`config.mk`:
```
export PLATFORM = sky130hd
export DESIGN_NAME = channel_power
export DESIGN_NICKNAME = d
export VERILOG_FILES = /design/src/bpm_pkg.sv /design/src/channel_power.sv
export SDC_FILE = /design/constraint.sdc
export NUM_CORES = 1
export LEC_CHECK = 0
export BUFFER_PORTS_ARGS = -buffer_cell sky130_fd_sc_hd__buf_2
export CORE_UTILIZATION = 55
export DETAILED_ROUTE_END_ITERATION = 7
export PLACE_DENSITY = 0.82
export SYNTH_ARGS = -nofsm -noshare
export SYNTH_HDL_FRONTEND = slang
export SYNTH_SLANG_ARGS = --single-unit
```
`constraint.sdc`:
```
create_clock -name clk -period 7.69 [get_ports clk]
set_clock_uncertainty 0.15 [all_clocks]
set_input_delay 0.3845 -clock clk [delete_from_list [all_inputs] [get_ports clk]]
set_output_delay 0.3845 -clock clk [all_outputs]
set_load 0.005 [all_outputs]
```
`src/bpm_pkg.sv`:
```
package bpm_pkg;

	//////////////////////////////////////////////////////////////////////
	// sizes and limits
	//////////////////////////////////////////////////////////////////////
	localparam int N_CH        = 4;   // channels a..d
	localparam int ADC_W       = 16;  // adc sample bits
	localparam int WORD_W      = 32;  // slow fifo word
	localparam int ACC_W       = 48;  // sum of squares
	localparam int EVT_LEN_W   = 16;  // evt_len register width
	localparam int CNT_W       = WORD_W / 2; // event counter, lower half of status word
	localparam int POWER_SHIFT = 10;
	localparam int MIN_EVT_LEN = 8;   // keeps results >= 8 cycles apart

	localparam int FIFO_DEPTH  = 32;
	localparam int FIFO_HALF   = 16;  // room check for a whole packet
	localparam int FIFO_PTR_W  = $clog2(FIFO_DEPTH);
	localparam int PACKET_LEN  = 8;   // words per event packet

	localparam logic [WORD_W-1:0] PID = 32'h4142_504d; // "ABPM"

	//////////////////////////////////////////////////////////////////////
	// data types
	//////////////////////////////////////////////////////////////////////
	typedef logic signed [ADC_W-1:0] adc_sample_t;
	typedef logic [ADC_W-1:0]        adc_mag_t;    // unsigned magnitude

	localparam adc_sample_t ADC_MAX = 16'sh7fff; // full scale, positive
	localparam adc_sample_t ADC_MIN = 16'sh8000; // full scale, negative

	// channel a sits in the low 16 bits, index 0 of the generate loop
	typedef struct packed {
		adc_sample_t d;
		adc_sample_t c;
		adc_sample_t b;
		adc_sample_t a;
	} adc_quad_t;

	typedef struct packed {
		logic      valid;
		logic      first; // first sample of the event
		logic      last;  // last sample of the event
		adc_quad_t data;
	} beat_t;

	typedef struct packed {
		logic [WORD_W-1:0] power;    // (sum x^2) >> POWER_SHIFT
		adc_mag_t          peak;     // largest |x|
		logic              overflow; // saw +/- full scale
	} chan_result_t;

	typedef logic [WORD_W-1:0]   word_t;
	typedef logic [FIFO_PTR_W:0] fifo_count_t; // 0..32

	// sequencer state
	typedef enum logic {
		SEQ_IDLE,
		SEQ_RUN
	} seq_state_e;

	// packet slot being written, in packet order
	typedef enum logic [$clog2(PACKET_LEN+1)-1:0] {
		PKT_IDLE,
		PKT_PID,
		PKT_STATUS,
		PKT_PWR_A,
		PKT_PWR_B,
		PKT_PWR_C,
		PKT_PWR_D,
		PKT_PEAK_AB,
		PKT_PEAK_CD
	} pkt_word_e;

endpackage
```
`src/channel_power.sv`:
```
`timescale 1ns/1ns

module channel_power
	import bpm_pkg::*;
(
	input  logic         clk,
	input  logic         RST_EVENT_NO,
	input  logic         beat_valid,
	input  logic         beat_first,
	input  logic         beat_last,
	input  adc_sample_t  sample,
	output chan_result_t result,
	output logic         result_rdy
);

	logic [2*ADC_W-1:0] sq;         // x*x, never negative
	adc_mag_t           mag;
	logic               full_scale;

	// stage one
	logic               s1_valid;
	logic               s1_first;
	logic               s1_last;
	logic               s1_ovf;
	logic [2*ADC_W-1:0] s1_sq;
	adc_mag_t           s1_mag;

	// stage two
	logic [ACC_W-1:0]   acc;
	logic [ACC_W-1:0]   acc_next;
	adc_mag_t           peak;
	adc_mag_t           peak_next;
	logic               ovf;
	logic               ovf_next;

	assign sq         = sample * sample; // signed operands, 32-bit context
	assign mag        = sample[ADC_W-1] ? adc_mag_t'(-sample) : adc_mag_t'(sample);
	assign full_scale = (sample == ADC_MAX) || (sample == ADC_MIN);

	//////////////////////////////////////////////////////////////////////
	// stage one, square and magnitude
	//////////////////////////////////////////////////////////////////////
	always_ff @(posedge clk) begin
		if (RST_EVENT_NO) begin
			s1_valid <= 1'b0;
			s1_first <= 1'b0;
			s1_last  <= 1'b0;
			s1_ovf   <= 1'b0;
			s1_sq    <= '0;
			s1_mag   <= '0;
		end else begin
			s1_valid <= beat_valid;
			s1_first <= beat_valid && beat_first;
			s1_last  <= beat_valid && beat_last;
			s1_ovf   <= full_scale;
			s1_sq    <= sq;
			s1_mag   <= mag;
		end
	end

	// first beat restarts, later beats fold in
	always_comb begin
		acc_next  = s1_first ? ACC_W'(s1_sq) : acc + ACC_W'(s1_sq);
		peak_next = (s1_first || s1_mag > peak) ? s1_mag : peak;
		ovf_next  = s1_ovf || (ovf && !s1_first);
	end

	//////////////////////////////////////////////////////////////////////
	// stage two, accumulate and emit
	//////////////////////////////////////////////////////////////////////
	always_ff @(posedge clk) begin
		if (RST_EVENT_NO) begin
			acc        <= '0;
			peak       <= '0;
			ovf        <= 1'b0;
			result     <= '0;
			result_rdy <= 1'b0;
		end else begin
			result_rdy <= s1_valid && s1_last; // 2 cycles after last beat
			if (s1_valid) begin
				acc  <= acc_next;
				peak <= peak_next;
				ovf  <= ovf_next;
			end
			if (s1_valid && s1_last) begin
				result.power    <= WORD_W'(acc_next >> POWER_SHIFT); // low 32 kept
				result.peak     <= peak_next;
				result.overflow <= ovf_next;
			end
		end
	end

endmodule

```
# --- Yosys cells after proc, flatten, opt, wreduce, memory -nomap -nowiden ---
# Index checks and enable logic that the tools add are counted.
op_classes:
  n_addsub: 2
  mul: 1
  n_lt_le_gt_ge: 1
  n_eq_ne: 2
  n_mux: 3
  bitwise_logic: 1
  n_reduce_logical: 9
ops:
  columns: ["op", "count"]
  rows:
  - ["48-bit by 32-bit adder with 48-bit output", 1]
  - ["48-bit two-way mux", 1]
  - ["16-bit == test (second input constant)", 2]
  - ["16-bit by 16-bit multiplier with 32-bit output", 1]
  - ["16-bit greater-than comparator", 1]
  - ["16-bit two-way mux", 1]
  - ["16-bit negator", 1]
  - ["15-bit two-way mux", 1]
  - ["1-bit logical AND", 4]
  - ["1-bit logical OR", 3]
  - ["2-bit OR reduction", 1]
  - ["1-bit zero test", 1]
  - ["1-bit inverter", 1]
totals:
  ff_bits: 167
  out_inout_bits: 50
  word_cells: 33

# --- Logic depth before layout (Yosys ltp) ---
# Gate-level depths: netlist of run 1.
logic_depth:
  depth_word: 3
  depth_mapped: 26
  depth_no_buf: 24

# --- Least setup slack after synthesis of run 1 ---
# Ideal clock, no wire load.
synth_path:
  path_type: "input port to flip-flop"
  startpoint: "input sample[15]"
  endpoint: "register s1_sq[30]"
  setup_time_ns: 0.123
  t_arrival_ns: 6.444
  required_ns: 7.417
  setup_slack_ns: 0.972
  path_stages: 20
  n_path_buf: 2
  cell_sequence: "inv_1 > clkbuf_1 > buf_1 > nor2_1 > fa_1 > fa_1 > fa_1 > fa_1 > fa_1 > inv_1 > fa_1 > inv_1 > ha_1 > a21o_1 > a21oi_1 > o21ai_1 > a2111o_1 > a41o_1 > o22ai_1 > mux2_1"
synth_between:
  elab_chain_len: 1
synth_lines:
  columns: ["item", "line_no", "rtl"]
  rows:
  - ["from (decl)", "channel_power.sv:11", "input adc_sample_t sample,"]
  - ["16-bit by 16-bit multiplier with 32-bit output", "channel_power.sv:36", "assign sq = sample * sample;"]
  - ["to (signal assigned)", "channel_power.sv:56", "s1_sq <= sq;"]
  - ["to (decl)", "channel_power.sv:25", "logic [2*ADC_W-1:0] s1_sq;"]
# No other way between the ends.
# A chain may end at the register's enable or synchronous reset.

# --- Worst setup path in the final report of run 1 ---
layout_path:
  startpoint: "input sample[3]"
  endpoint: "register s1_sq[30]"
# The elaborated chain is that of the path after synthesis.

==> results of run 1 <==
-- registers in the layout, indices dropped and copies added (netlist names) --
name        cells
s1_mag         15
s1_last         1
peak           16
result_rdy      1
s1_sq          31
ovf             1
acc            42
s1_valid        1
s1_first        1
s1_ovf          1
result         49
-- cells in the final DEF, fill, tap and decap left out, types with 12 or more instances in the layout --
cell,count
nor2b_1,12
inv_1,349
clkbuf_16,17
o21a_1,12
a211oi_1,60
ha_1,148
o21ai_1,12
a21oi_1,113
nor2_1,188
nand3_1,40
nand2_1,156
a21o_1,45
dfxtp_1,157
a31oi_1,19
fa_1,234
buf_2,69
o21ai_0,37
and2_1,30
xor2_1,26
nand2b_1,16
nor3_1,12
xnor2_1,61
nand4_1,14
-- final cells by class --
class | instances | area share [%]
clock buffers | 18 | 2.34
inverters | 356 | 7.29
multi-input cells | 1380 | 67.2
well taps | 396 | 2.70
flip-flops and latches | 159 | 17.4
repair buffers | 79 | 2.29
clock inverters | 14 | 0.778
-- synthesized netlist by cell type, types with 19 or more instances --
cell type / number / area share, %
a211oi_1: 60 / 2.6
a21o_1: 45 / 2.0
a21oi_1: 113 / 3.3
a31oi_1: 19 / 0.69
and2_1: 31 / 1.1
clkbuf_1: 79 / 1.7
dfxtp_1: 159 / 19
fa_1: 234 / 27
ha_1: 148 / 11
inv_1: 349 / 7.6
nand2_1: 156 / 3.4
nand3_1: 40 / 1.2
nor2_1: 188 / 4.1
o21ai_0: 37 / 1.1
xnor2_1: 61 / 3.1
xor2_1: 26 / 1.3
-- how the worst max path moves through the flow --
stage	to	from	slack, ps	cells after the start
2_1_floorplan	s1_sq[30]	sample[15]	970	20
3_3_place_gp	s1_sq[30]	sample[3]	840	22
3_5_place_dp	s1_sq[30]	sample[3]	620	22
4_1_cts	s1_sq[30]	sample[3]	1060	22
5_1_grt	s1_sq[30]	sample[3]	690	22
6_report	s1_sq[30]	sample[3]	1020	22
-- stage by stage --
step | area [sq um] | std cells | hold slack [ps] | utilization, %
4_1_cts | 18300 | 2402 | 9.65 | 59.8
6_report | 18300 | 2402 | 12.0 | 59.8
3_5_place_dp | 17800 | 2370 | 286 | 57.9
2_1_floorplan | 17200 | 1987 | 277 | -
3_3_place_gp | 17800 | 2370 | 281 | 57.9
5_1_grt | 18300 | 2402 | 3.11 | 59.8
-- kinds of logic (layout without fill, tap and decap cells) --
logic type      count (synthesis)  after routing  share of synthesized area (%)
compound gates                373            373                           14.3
simple gates                  525            525                           14.1
xor+xnor                       87             87                           4.43
fa+ha+maj                     382            382                           38.0
flops                         159            159                           18.5
mux                            13             13                          0.771
buf+inv                       448            467                           9.82
-- metal layers --
metal | GRT usage, % | vias up | part of all wire (%)
met5 | 0 | - | 0
met4 | 6.18 | 0 | 1.6
met3 | 3.80 | 50 | 6.6
met2 | 42.3 | 445 | 46
met1 | 37.0 | 6503 | 46
li1 | - | 6422 | -
==> results_tabular.tex, run 1 <==
\begin{tabular}{lr}
\hline
Metric & Value \\
\hline
\multicolumn{2}{l}{\textbf{Outcome}} \\
\quad Run status & finished clean \\
\multicolumn{2}{l}{\textbf{Synth}} \\
\quad Syn. warnings & 0 \\
\quad Dominant register cell in the synthesized netlist & dfxtp\_1 \\
\quad Seq/Total Area, Yosys & a little under a fifth \\
\quad Syn\_area\_per\_cell & just under 9 sq um \\
\quad Synth Cell Area & roughly 17000 sq um \\
\quad Post-synth EDFFs & 0 \\
\quad Number of synthesized register bits & 159 \\
\quad Distinct cells, synth & between 70 and 80 \\
\quad Net Count, Synth & about 2400 \\
\quad Number of instances in the synthesized netlist & about 2000 \\
\quad FFs w/ async S/R, synth & 0\% \\
\multicolumn{2}{l}{\textbf{Timing}} \\
\quad Setup repair after global routing missed its margin & false \\
\quad Final number of hold-violating endpoints & 0 \\
\quad Highest Clock Rate & between 0.1 and 0.15 GHz \\
\quad Accumulated negative setup slack & 0 ps \\
\quad Pins Over Slew Limit & 0 \\
\quad Setup violation total in the final timing report & 0 \\
\quad Worst-margin pin slew & around 1200 ps \\
\quad Final period util & 86.7\% \\
\quad Worst slew margin relative to its limit & between 20\% and 30\% \\
\quad Fin worst setup slack & 1020 ps \\
\quad Clock period minus final worst setup slack & 6670 ps \\
\multicolumn{2}{l}{\textbf{Clocking}} \\
\quad Maximum count of clock buffers along a single path & 2 \\
\quad Root buffer selected by CTS & clkbuf\_16 \\
\quad Clock transition at the registers of the reported paths & around 60 ps \\
\quad Clock tree sinks & $\sim$160 \\
\quad \# Post-CTS Setup Buffers & 0 \\
\quad Number of buffers inserted by hold repair at cts & 0 \\
\quad CTS H-tree lvls & 4 \\
\quad CTS Buf Count & 17 \\
\quad Clock insertion delay at the later pin of the skew report & $\sim$430 ps \\
\quad TritonCTS clock tree & built \\
\quad Cells resized by post-CTS repair & 0 \\
\multicolumn{2}{l}{\textbf{Place}} \\
\quad Number of input and output port buffers inserted & 70 \\
\quad Post-detail-place hpwl & around 32000 microns \\
\quad Pre-CTS WS & 624 ps \\
\quad Final estimated routing congestion in global placement & approximately 0.95 \\
\multicolumn{2}{l}{\textbf{Setup path}} \\
\quad Buf+Inv Stages, Crit Path & 5 \\
\quad Register-to-register setup slack & 3980 ps \\
\quad Worst r2r dst & result[1] \\
\quad FF-to-FF path depth & 10 \\
\quad Worst reg2reg startpoint & s1\_mag[9] \\
\quad Highest net fanout along the worst path & 14 \\
\quad Peak per-stage delay on the critical path & between 500 and 600 ps \\
\quad Most prevalent standard cell on the critical path & fa\_1 \\
\quad Critical Path, Cell by Cell & buf\_2 -> clkinv\_1 -> nor2\_1 -> ha\_1 -> xor2\_1 -> fa\_1 -> fa\_1 -> inv\_1 -> fa\_1 -> fa\_1 -> inv\_1 -> fa\_1 -> inv\_1 -> ha\_1 -> a211oi\_1 -> nand2\_1 -> o21ai\_1 -> o21ai\_1 -> a2111o\_1 -> a41o\_1 -> o22ai\_1 -> mux2\_1 \\
\quad CP arrival & 6830 ps \\
\quad Cell type of the slowest stage on the worst timing path & fa\_1 \\
\quad Element type at the critical path start & primary input \\
\quad CP endpoint kind & register \\
\quad Cell family contributing the most delay on the critical path & adder cells \\
\quad Worst endpoint required time & 7850 ps \\
\quad Start-to-end type of the worst setup path & primary input to register \\
\multicolumn{2}{l}{\textbf{Worst hold path}} \\
\quad Hold depth & 2 \\
\quad Worst Hold Launch & beat\_last \\
\quad Worst hold path endpoint & s1\_last \\
\quad Worst min path class & primary input to register \\
\multicolumn{2}{l}{\textbf{Global routing}} \\
\quad Total track usage & a little over a quarter \\
\quad Number of global-route vias before repair & between 10000 and 15000 \\
\quad Maximum number of pins on one net before global-route repair & 90 \\
\quad Antenna violations before repair & 0 \\
\quad Remaining global-route overflow & 0 \\
\quad Global-route wire length before repair & $\sim$67000 microns \\
\multicolumn{2}{l}{\textbf{Finish}} \\
\quad Proportion of layout cells with a drive suffix above 1 & roughly 7\% \\
\quad Seq. cell area & $\sim$3200 sq um \\
\quad Antenna cell count & 0 \\
\quad Count of fill cells added during filler insertion & roughly 2700 \\
\quad Final Net Count & 2396 \\
\quad Area used by multi-input combinational logic & $\sim$12000 sq um \\
\quad Layout-stage area growth over the synthesis result & 6.62\% \\
\multicolumn{2}{l}{\textbf{Flow run}} \\
\quad Maximum capacitance violations & 0 \\
\multicolumn{2}{l}{\textbf{Route}} \\
\quad Routed via count divided by cell count & about 5.6 \\
\quad Via Count & about 13000 \\
\quad Count of antenna-violating nets left after detailed routing & 0 \\
\quad Total wire length & between 40000 and 50000 microns \\
\quad DRC & 0 \\
\quad Initial drt markers & 970 \\
\quad Pre-Repair DR Iteration Count & 5 \\
\quad Routed wire length per instance & roughly 17 microns \\
\multicolumn{2}{l}{\textbf{Die}} \\
\quad Total Die Area & around 32000 sq um \\
\quad Std cell rows & 64 \\
\quad Core footprint & around 31000 sq um \\
\quad Die span in x & approximately 180 microns \\
\quad Top-Level Pins & 71 \\
\quad Starting density of the core & a little under three fifths \\
\quad Floorplan die height & about 180 microns \\
\hline
\end{tabular}
Power of run 1 is left out: the tool's default activity adds up to more than one toggle a clock period on the data nets, which glitch-free logic cannot reach.
==> run 2: changes to the inputs <==
--- a/config.mk
+++ b/config.mk
@@ -8,5 +8,7 @@
 export BUFFER_PORTS_ARGS = -buffer_cell sky130_fd_sc_hd__buf_2
-export CORE_UTILIZATION = 55
+export CELL_PAD_IN_SITES_DETAIL_PLACEMENT = 0
+export CELL_PAD_IN_SITES_GLOBAL_PLACEMENT = 1
+export CORE_UTILIZATION = 49
 export DETAILED_ROUTE_END_ITERATION = 7
-export PLACE_DENSITY = 0.82
+export PLACE_DENSITY = 0.92
 export SYNTH_ARGS = -nofsm -noshare
==> constraint.sdc (replaced) <==
create_clock -name clk -period 7.69 [get_ports clk]
set_clock_uncertainty 0.15 [all_clocks]
set_input_delay 0.769 -clock clk [delete_from_list [all_inputs] [get_ports clk]]
set_output_delay 0.769 -clock clk [all_outputs]
set_load 0.005 [all_outputs]
==> run 2 against run 1 <==
Against the previous run: cell count up 2.9%; worst hold slack improved by 280 ps; utilization is 6.2 points lower; sequential share of layout area shrank 0.17 points; routed wire length about the same; die area up 12%; first-iteration DRC count is 7.1% higher; worst setup slack got worse by 170 ps; non-clock buffer count up 10; count of clock-buffer cells in the layout unchanged; sequential cell count is the same.
==> results_tabular.tex, run 2 (synthesized netlist as in run 1, its figures left out) <==
\begin{tabular}{lr}
\hline
Metric & Value \\
\hline
\multicolumn{2}{l}{\textbf{Finish}} \\
\quad Seq. cell area & 3190 sq um (unchanged) \\
\quad Most frequent cells in the layout & inv\_1 (349), fa\_1 (234), nor2\_1 (188), dfxtp\_1 (157), nand2\_1 (156) \\
\quad Top reg by flops & result \\
\quad Final Core Density & 53.6\% (-6.2 points) \\
\quad Registers with the most flip-flops & result: 49 flops, acc: 42 flops, s1\_sq: 31 flops \\
\quad Proportion of layout cells with a drive suffix above 1 & 7.54\% (+0.51 points) \\
\quad Antenna cell count & 0 (unchanged) \\
\quad Count of fill cells added during filler insertion & 3258 (+23\%) \\
\quad Max FFs per register & 49 (unchanged) \\
\quad Area used by multi-input combinational logic & 12300 sq um (unchanged) \\
\quad Final instance area & 18500 sq um (+0.99\%) \\
\quad Layout-stage area growth over the synthesis result & 7.68\% \\
\quad Non-filler cells in the finished layout & 2471 (+2.9\%) \\
\quad Commonest non-fill, non-tap cell in the layout & inv\_1 \\
\quad Final Net Count & 2406 (+0.42\%) \\
\multicolumn{2}{l}{\textbf{Timing}} \\
\quad Highest Clock Rate & 0.146 GHz (-2.5\%) \\
\quad Final number of hold-violating endpoints & 0 (unchanged) \\
\quad Worst-margin pin slew & 1200 ps (+41.8 ps) \\
\quad Accumulated negative setup slack & 0 ps (unchanged) \\
\quad Worst slew margin relative to its limit & 19.8\% (-2.8 points) \\
\quad Setup violation total in the final timing report & 0 (unchanged) \\
\quad Setup repair after global routing missed its margin & false \\
\quad Clock period minus final worst setup slack & 6840 ps (+169 ps) \\
\quad Final period util & 88.9\% (+2.2 points) \\
\quad Pins Over Slew Limit & 0 (unchanged) \\
\multicolumn{2}{l}{\textbf{Worst hold path}} \\
\quad Worst min path class & register to register \\
\quad Hold depth & 2 (unchanged) \\
\quad Worst Hold Launch & result[45] \\
\multicolumn{2}{l}{\textbf{Die}} \\
\quad Starting density of the core & 49.8\% (-6.3 points) \\
\quad Floorplan die height & 189 microns (+5.9\%) \\
\quad Total Die Area & 35800 sq um (+12\%) \\
\quad Std cell rows & 68 (+6.3\%) \\
\quad Die span in x & 189 microns (+5.9\%) \\
\quad Top-Level Pins & 71 (unchanged) \\
\quad Core footprint & 34500 sq um (+13\%) \\
\multicolumn{2}{l}{\textbf{Setup path}} \\
\quad Start-to-end type of the worst setup path & primary input to register \\
\quad Highest net fanout along the worst path & 14 (unchanged) \\
\quad Worst setup path startpoint & sample[3] \\
\quad CP endpoint kind & register \\
\quad FF-to-FF path depth & 11 (+1) \\
\quad Worst reg2reg startpoint & peak[9] \\
\quad Element type at the critical path start & primary input \\
\quad Register-to-register setup slack & 3980 ps (about the same) \\
\quad Worst endpoint required time & 7850 ps (about the same) \\
\quad CP arrival & 7000 ps (+170 ps) \\
\multicolumn{2}{l}{\textbf{Clocking}} \\
\quad Cells resized by post-CTS repair & 0 (unchanged) \\
\quad Number of buffers inserted by hold repair at cts & 0 (unchanged) \\
\quad \# Post-CTS Setup Buffers & 0 (unchanged) \\
\quad CTS H-tree lvls & 4 (unchanged) \\
\quad Clock transition at the registers of the reported paths & 70 ps (about the same) \\
\quad CTS Buf Count & 17 (unchanged) \\
\quad TritonCTS clock tree & built \\
\quad Clock insertion delay at the later pin of the skew report & 430 ps (about the same) \\
\quad Root buffer selected by CTS & clkbuf\_16 \\
\quad Maximum count of clock buffers along a single path & 2 (unchanged) \\
\quad Clock tree sinks & 159 (unchanged) \\
\multicolumn{2}{l}{\textbf{Route}} \\
\quad Via Count & 13213 (-1.5\%) \\
\quad Initial drt markers & 1039 (+7.1\%) \\
\quad DRC & 0 (unchanged) \\
\quad Count of antenna-violating nets left after detailed routing & 0 (unchanged) \\
\quad Routed wire length per instance & 16.2 microns (-2.7\%) \\
\quad Pre-Repair DR Iteration Count & 5 (unchanged) \\
\quad Total wire length & 40100 microns (about the same) \\
\quad Routed via count divided by cell count & 5.35 (-4.3\%) \\
\multicolumn{2}{l}{\textbf{Flow run}} \\
\quad Maximum capacitance violations & 0 (unchanged) \\
\multicolumn{2}{l}{\textbf{Place}} \\
\quad Final estimated routing congestion in global placement & 0.937 (-1.7\%) \\
\quad Number of input and output port buffers inserted & 70 (unchanged) \\
\quad Post-detail-place hpwl & 32100 microns (+1.1\%) \\
\quad \# placed instances & 2439 (+2.9\%) \\
\quad Area after DPL & 17900 sq um (+0.84\%) \\
\multicolumn{2}{l}{\textbf{Global routing}} \\
\quad Remaining global-route overflow & 0 (unchanged) \\
\quad Total track usage & 23.2\% (-3.0 points) \\
\quad Global-route wire length before repair & 66700 microns (+0.17\%) \\
\quad Number of global-route vias before repair & 13298 (-1.2\%) \\
\quad Maximum number of pins on one net before global-route repair & 96 (+6.7\%) \\
\quad Antenna violations before repair & 0 (unchanged) \\
\multicolumn{2}{l}{\textbf{Outcome}} \\
\quad Run status & finished clean \\
\hline
\end{tabular}
run 2: path summary, 6_finish.rpt:
kind | end
worst min register to register | result[45]
worst max register to register | result[2]
worst min-delay path | result[45]
worst max-delay path | s1_sq[30]
run 2: layer usage:
metal | share of wire [%] | up-vias | GRT usage, %
li1 | - | 6444 | -
met1 | 49 | 6396 | 33.3
met2 | 44 | 336 | 36.3
met3 | 5.6 | 37 | 3.91
met4 | 1.6 | 0 | 5.49
met5 | 0 | - | 0
run 2: area by class of cell:
cell class | instances | share of cell area [%]
clock buffer | 18 | 2.37
clock inverter | 14 | 0.892
inverter | 356 | 7.22
multi-input combinational | 1380 | 66.6
sequential | 159 | 17.2
tap | 455 | 3.07
timing repair buffer | 89 | 2.68
run 2: through the flow:
step	hold slack [ps]	worst slack, ps
2_1_floorplan	277	588
6_report	294	854
4_1_cts	300	870
5_1_grt	320	524
3_3_place_gp	283	539
3_5_place_dp	290	406
run 2: critical path, cell delays in order:
cell and delay [ps]:
buf_2 280, clkinv_1 150, buf_4 190, nor2_1 210, fa_1 610, fa_1 580, fa_1 460, fa_1 520
fa_1 540, inv_1 60, fa_1 530, inv_1 40, ha_1 350, a21o_1 200, a21oi_1 180, o21ai_1 180
a2111o_1 440, a41o_1 240, o22ai_1 120, mux2_1 330
Power of run 2 is left out for the same reason.
==> run 3: changes to the inputs <==
CORE_UTILIZATION = 45   (was 49)
PLACE_DENSITY = 0.89   (was 0.92)
clock period = 6.04 ns   (was 7.69 ns; I/O delays follow)
==> run 3 against run 2 <==
Against the previous run: cell count grew 9.6%; die area grew 8.8%; routed wire length grew 5.6%; highest routed layer unchanged.
==> results_tabular.tex, run 3 (synthesized netlist as in run 1, its figures left out) <==
\begin{tabular}{lr}
\hline
Metric & Value \\
\hline
\multicolumn{2}{l}{\textbf{Global routing}} \\
\quad Maximum number of pins on one net before global-route repair & 80 (-17\%) \\
\quad Total track usage & 22.5\% (-0.71 points) \\
\quad Number of global-route vias before repair & 14358 (+8.0\%) \\
\quad Global-route wire length before repair & 70700 microns (+5.9\%) \\
\quad Remaining global-route overflow & 0 (unchanged) \\
\quad Antenna violations before repair & 0 (unchanged) \\
\multicolumn{2}{l}{\textbf{Timing}} \\
\quad Highest Clock Rate & 0.169 GHz \\
\quad Setup violation total in the final timing report & 0 (unchanged) \\
\quad Worst slew margin relative to its limit & 23.7\% (+3.9 points) \\
\quad Clock period minus final worst setup slack & approximately 5900 ps \\
\quad Worst-margin pin slew & 1150 ps (-58.1 ps) \\
\quad Final number of hold-violating endpoints & 0 (unchanged) \\
\quad Setup repair after global routing missed its margin & true \\
\quad Accumulated negative setup slack & 0 ps (unchanged) \\
\quad Final period util & 97.8\% \\
\quad Pins Over Slew Limit & 0 (unchanged) \\
\multicolumn{2}{l}{\textbf{Finish}} \\
\quad Registers with the most flip-flops & result: 49 flops, acc: 42 flops, s1\_sq: 31 flops \\
\quad Proportion of layout cells with a drive suffix above 1 & 18.4\% (+11 points) \\
\quad Antenna cell count & 0 (unchanged) \\
\quad Final instance area & 20400 sq um (+10\%) \\
\quad Final Net Count & 2586 (+7.5\%) \\
\quad Layout-stage area growth over the synthesis result & 18.6\% \\
\quad Top reg by flops & result \\
\quad Max FFs per register & 49 (unchanged) \\
\quad Commonest non-fill, non-tap cell in the layout & inv\_1 \\
\quad Most frequent cells in the layout & inv\_1 (335), fa\_1 (228), buf\_4 (198), nor2\_1 (183), dfxtp\_1 (157) \\
\multicolumn{2}{l}{\textbf{Clocking}} \\
\quad CTS Buf Count & 17 (unchanged) \\
\quad Clock tree sinks & 159 (unchanged) \\
\quad Number of buffers inserted by hold repair at cts & 0 (unchanged) \\
\quad CTS H-tree lvls & 4 (unchanged) \\
\quad TritonCTS clock tree & built \\
\quad Clock transition at the registers of the reported paths & 70 ps (about the same) \\
\quad Maximum count of clock buffers along a single path & 2 (unchanged) \\
\quad Root buffer selected by CTS & clkbuf\_16 \\
\quad Clock insertion delay at the later pin of the skew report & 430 ps (about the same) \\
\multicolumn{2}{l}{\textbf{Setup path}} \\
\quad Worst r2r dst & result[4] \\
\quad CP arrival & 6080 ps (-920 ps) \\
\quad Critical Path, Cell by Cell & buf\_2 -> buf\_4 -> inv\_1 -> buf\_4 -> nor2\_1 -> buf\_4 -> fa\_1 -> fa\_1 -> fa\_1 -> fa\_1 -> fa\_1 -> fa\_1 -> ha\_1 -> a21o\_1 -> a21o\_1 -> a21o\_1 -> a211o\_1 -> o22ai\_2 -> mux2\_4 \\
\quad Element type at the critical path start & primary input \\
\quad Register-to-register setup slack & 2380 ps (-1600 ps) \\
\quad Peak per-stage delay on the critical path & 560 ps (-50 ps) \\
\quad Highest net fanout along the worst path & 8 (-6) \\
\quad Crit. path cell count & 19 (-5.0\%) \\
\quad Most prevalent standard cell on the critical path & fa\_1 \\
\quad CP endpoint kind & register \\
\quad Start-to-end type of the worst setup path & primary input to register \\
\quad Worst reg2reg startpoint & peak[9] \\
\quad FF-to-FF path depth & 11 (unchanged) \\
\quad Buf+Inv Stages, Crit Path & 5 (unchanged) \\
\quad Cell type of the slowest stage on the worst timing path & fa\_1 \\
\quad Worst setup path startpoint & sample[11] \\
\quad Worst endpoint required time & 6210 ps (-1640 ps) \\
\quad Cell family contributing the most delay on the critical path & adder cells \\
\multicolumn{2}{l}{\textbf{Worst hold path}} \\
\quad Worst min path class & primary input to register \\
\quad Hold depth & 2 (unchanged) \\
\quad Worst hold path endpoint & s1\_first \\
\quad Worst Hold Launch & beat\_first \\
\multicolumn{2}{l}{\textbf{Route}} \\
\quad Via Count & 13866 (+4.9\%) \\
\quad Initial drt markers & 838 (-19\%) \\
\quad DRC & 0 (unchanged) \\
\quad Count of antenna-violating nets left after detailed routing & 0 (unchanged) \\
\quad Pre-Repair DR Iteration Count & 5 (unchanged) \\
\quad Routed wire length per instance & 15.6 microns (-3.6\%) \\
\quad Routed via count divided by cell count & 5.12 (-4.2\%) \\
\quad Total wire length & 42300 microns (+5.6\%) \\
\multicolumn{2}{l}{\textbf{Place}} \\
\quad Number of input and output port buffers inserted & 70 (unchanged) \\
\quad Area after DPL & 19700 sq um (+9.8\%) \\
\quad Post-detail-place hpwl & 34700 microns (+8.2\%) \\
\quad Final estimated routing congestion in global placement & 0.923 (-1.4\%) \\
\multicolumn{2}{l}{\textbf{Flow run}} \\
\quad Maximum capacitance violations & 0 (unchanged) \\
\multicolumn{2}{l}{\textbf{Die}} \\
\quad Std cell rows & 71 (+4.4\%) \\
\quad Floorplan die height & 197 microns (+4.3\%) \\
\quad Top-Level Pins & 71 (unchanged) \\
\quad Die span in x & 197 microns (+4.3\%) \\
\quad Total Die Area & 39000 sq um (+8.8\%) \\
\quad Starting density of the core & 45.7\% (-4.1 points) \\
\quad Core footprint & 37700 sq um (+9.0\%) \\
\multicolumn{2}{l}{\textbf{Outcome}} \\
\quad Run status & finished clean \\
\hline
\end{tabular}
-- run 3: cell count changes in the layout (fill, tap and decap cells not counted), sizes merged --
cell      previous run  this run
buf                 89       267
clkinv               8        10
bufinv               1         0
clkbuf              18        19
clkinvlp             1         2
inv                360       359
-- run 3: worst max path at each step --
stage	slack (ps)	to
floorplan	-100	s1_sq[30]
CTS	20	s1_sq[30]
global placement	-310	s1_sq[30]
detailed placement	-470	s1_sq[30]
global route	-50	s1_sq[30]
finish	130	s1_sq[30]
-- run 3: final cells by class --
class | count | area, sq um
fill | 3457 | 17300
multi-input combinational | 1380 | 12700
tap | 511 | 639
inverter | 356 | 1350
clock inverter | 15 | 125
clock buffer | 17 | 425
timing repair buffer | 269 | 1970
sequential | 159 | 3190
-- run 3: per-stage QoR --
step / hold slack, ps / std cells / util [%] / worst slack, ps
after floorplan: 277 / 1987 / - / -100
after global placement: 281 / 2671 / 52.2 / -309
after detailed placement: 284 / 2671 / 52.2 / -473
after CTS: 222 / 2703 / 53.7 / 23.3
after global routing: 235 / 2707 / 54.1 / -49.3
final: 232 / 2707 / 54.1 / 133
-- run 3: what timing repair did --
item                                    CTS  global route
endpoints found under the hold margin     0             0
pin swaps                                 0            33
gates cloned                              0             1
endpoints found under the setup margin    1             8
setup buffers                             0             3
resized for setup                         1            43
-- run 3: worst register-to-register path: stages, from the launching register on --
cell	delay (ps)
dfxtp_1	330
inv_1	60
ha_1	300
a21o_1	160
a21o_1	160
a21o_1	160
a21o_1	160
a211o_1	290
a221o_1	540
and2_1	630
a21oi_1	430
a211oi_1	130
-- run 3: layer usage --
| layer | global-route usage (%) | vias to the layer above | share of wire, % |
|---|---|---|---|
| li1 | - | 6806 | - |
| met1 | 30.9 | 6671 | 47 |
| met2 | 37.3 | 335 | 47 |
| met5 | 0 | - | 0 |
| met3 | 2.39 | 54 | 4.5 |
| met4 | 6.49 | 0 | 1.9 |
Power of run 3 is left out for the same reason.
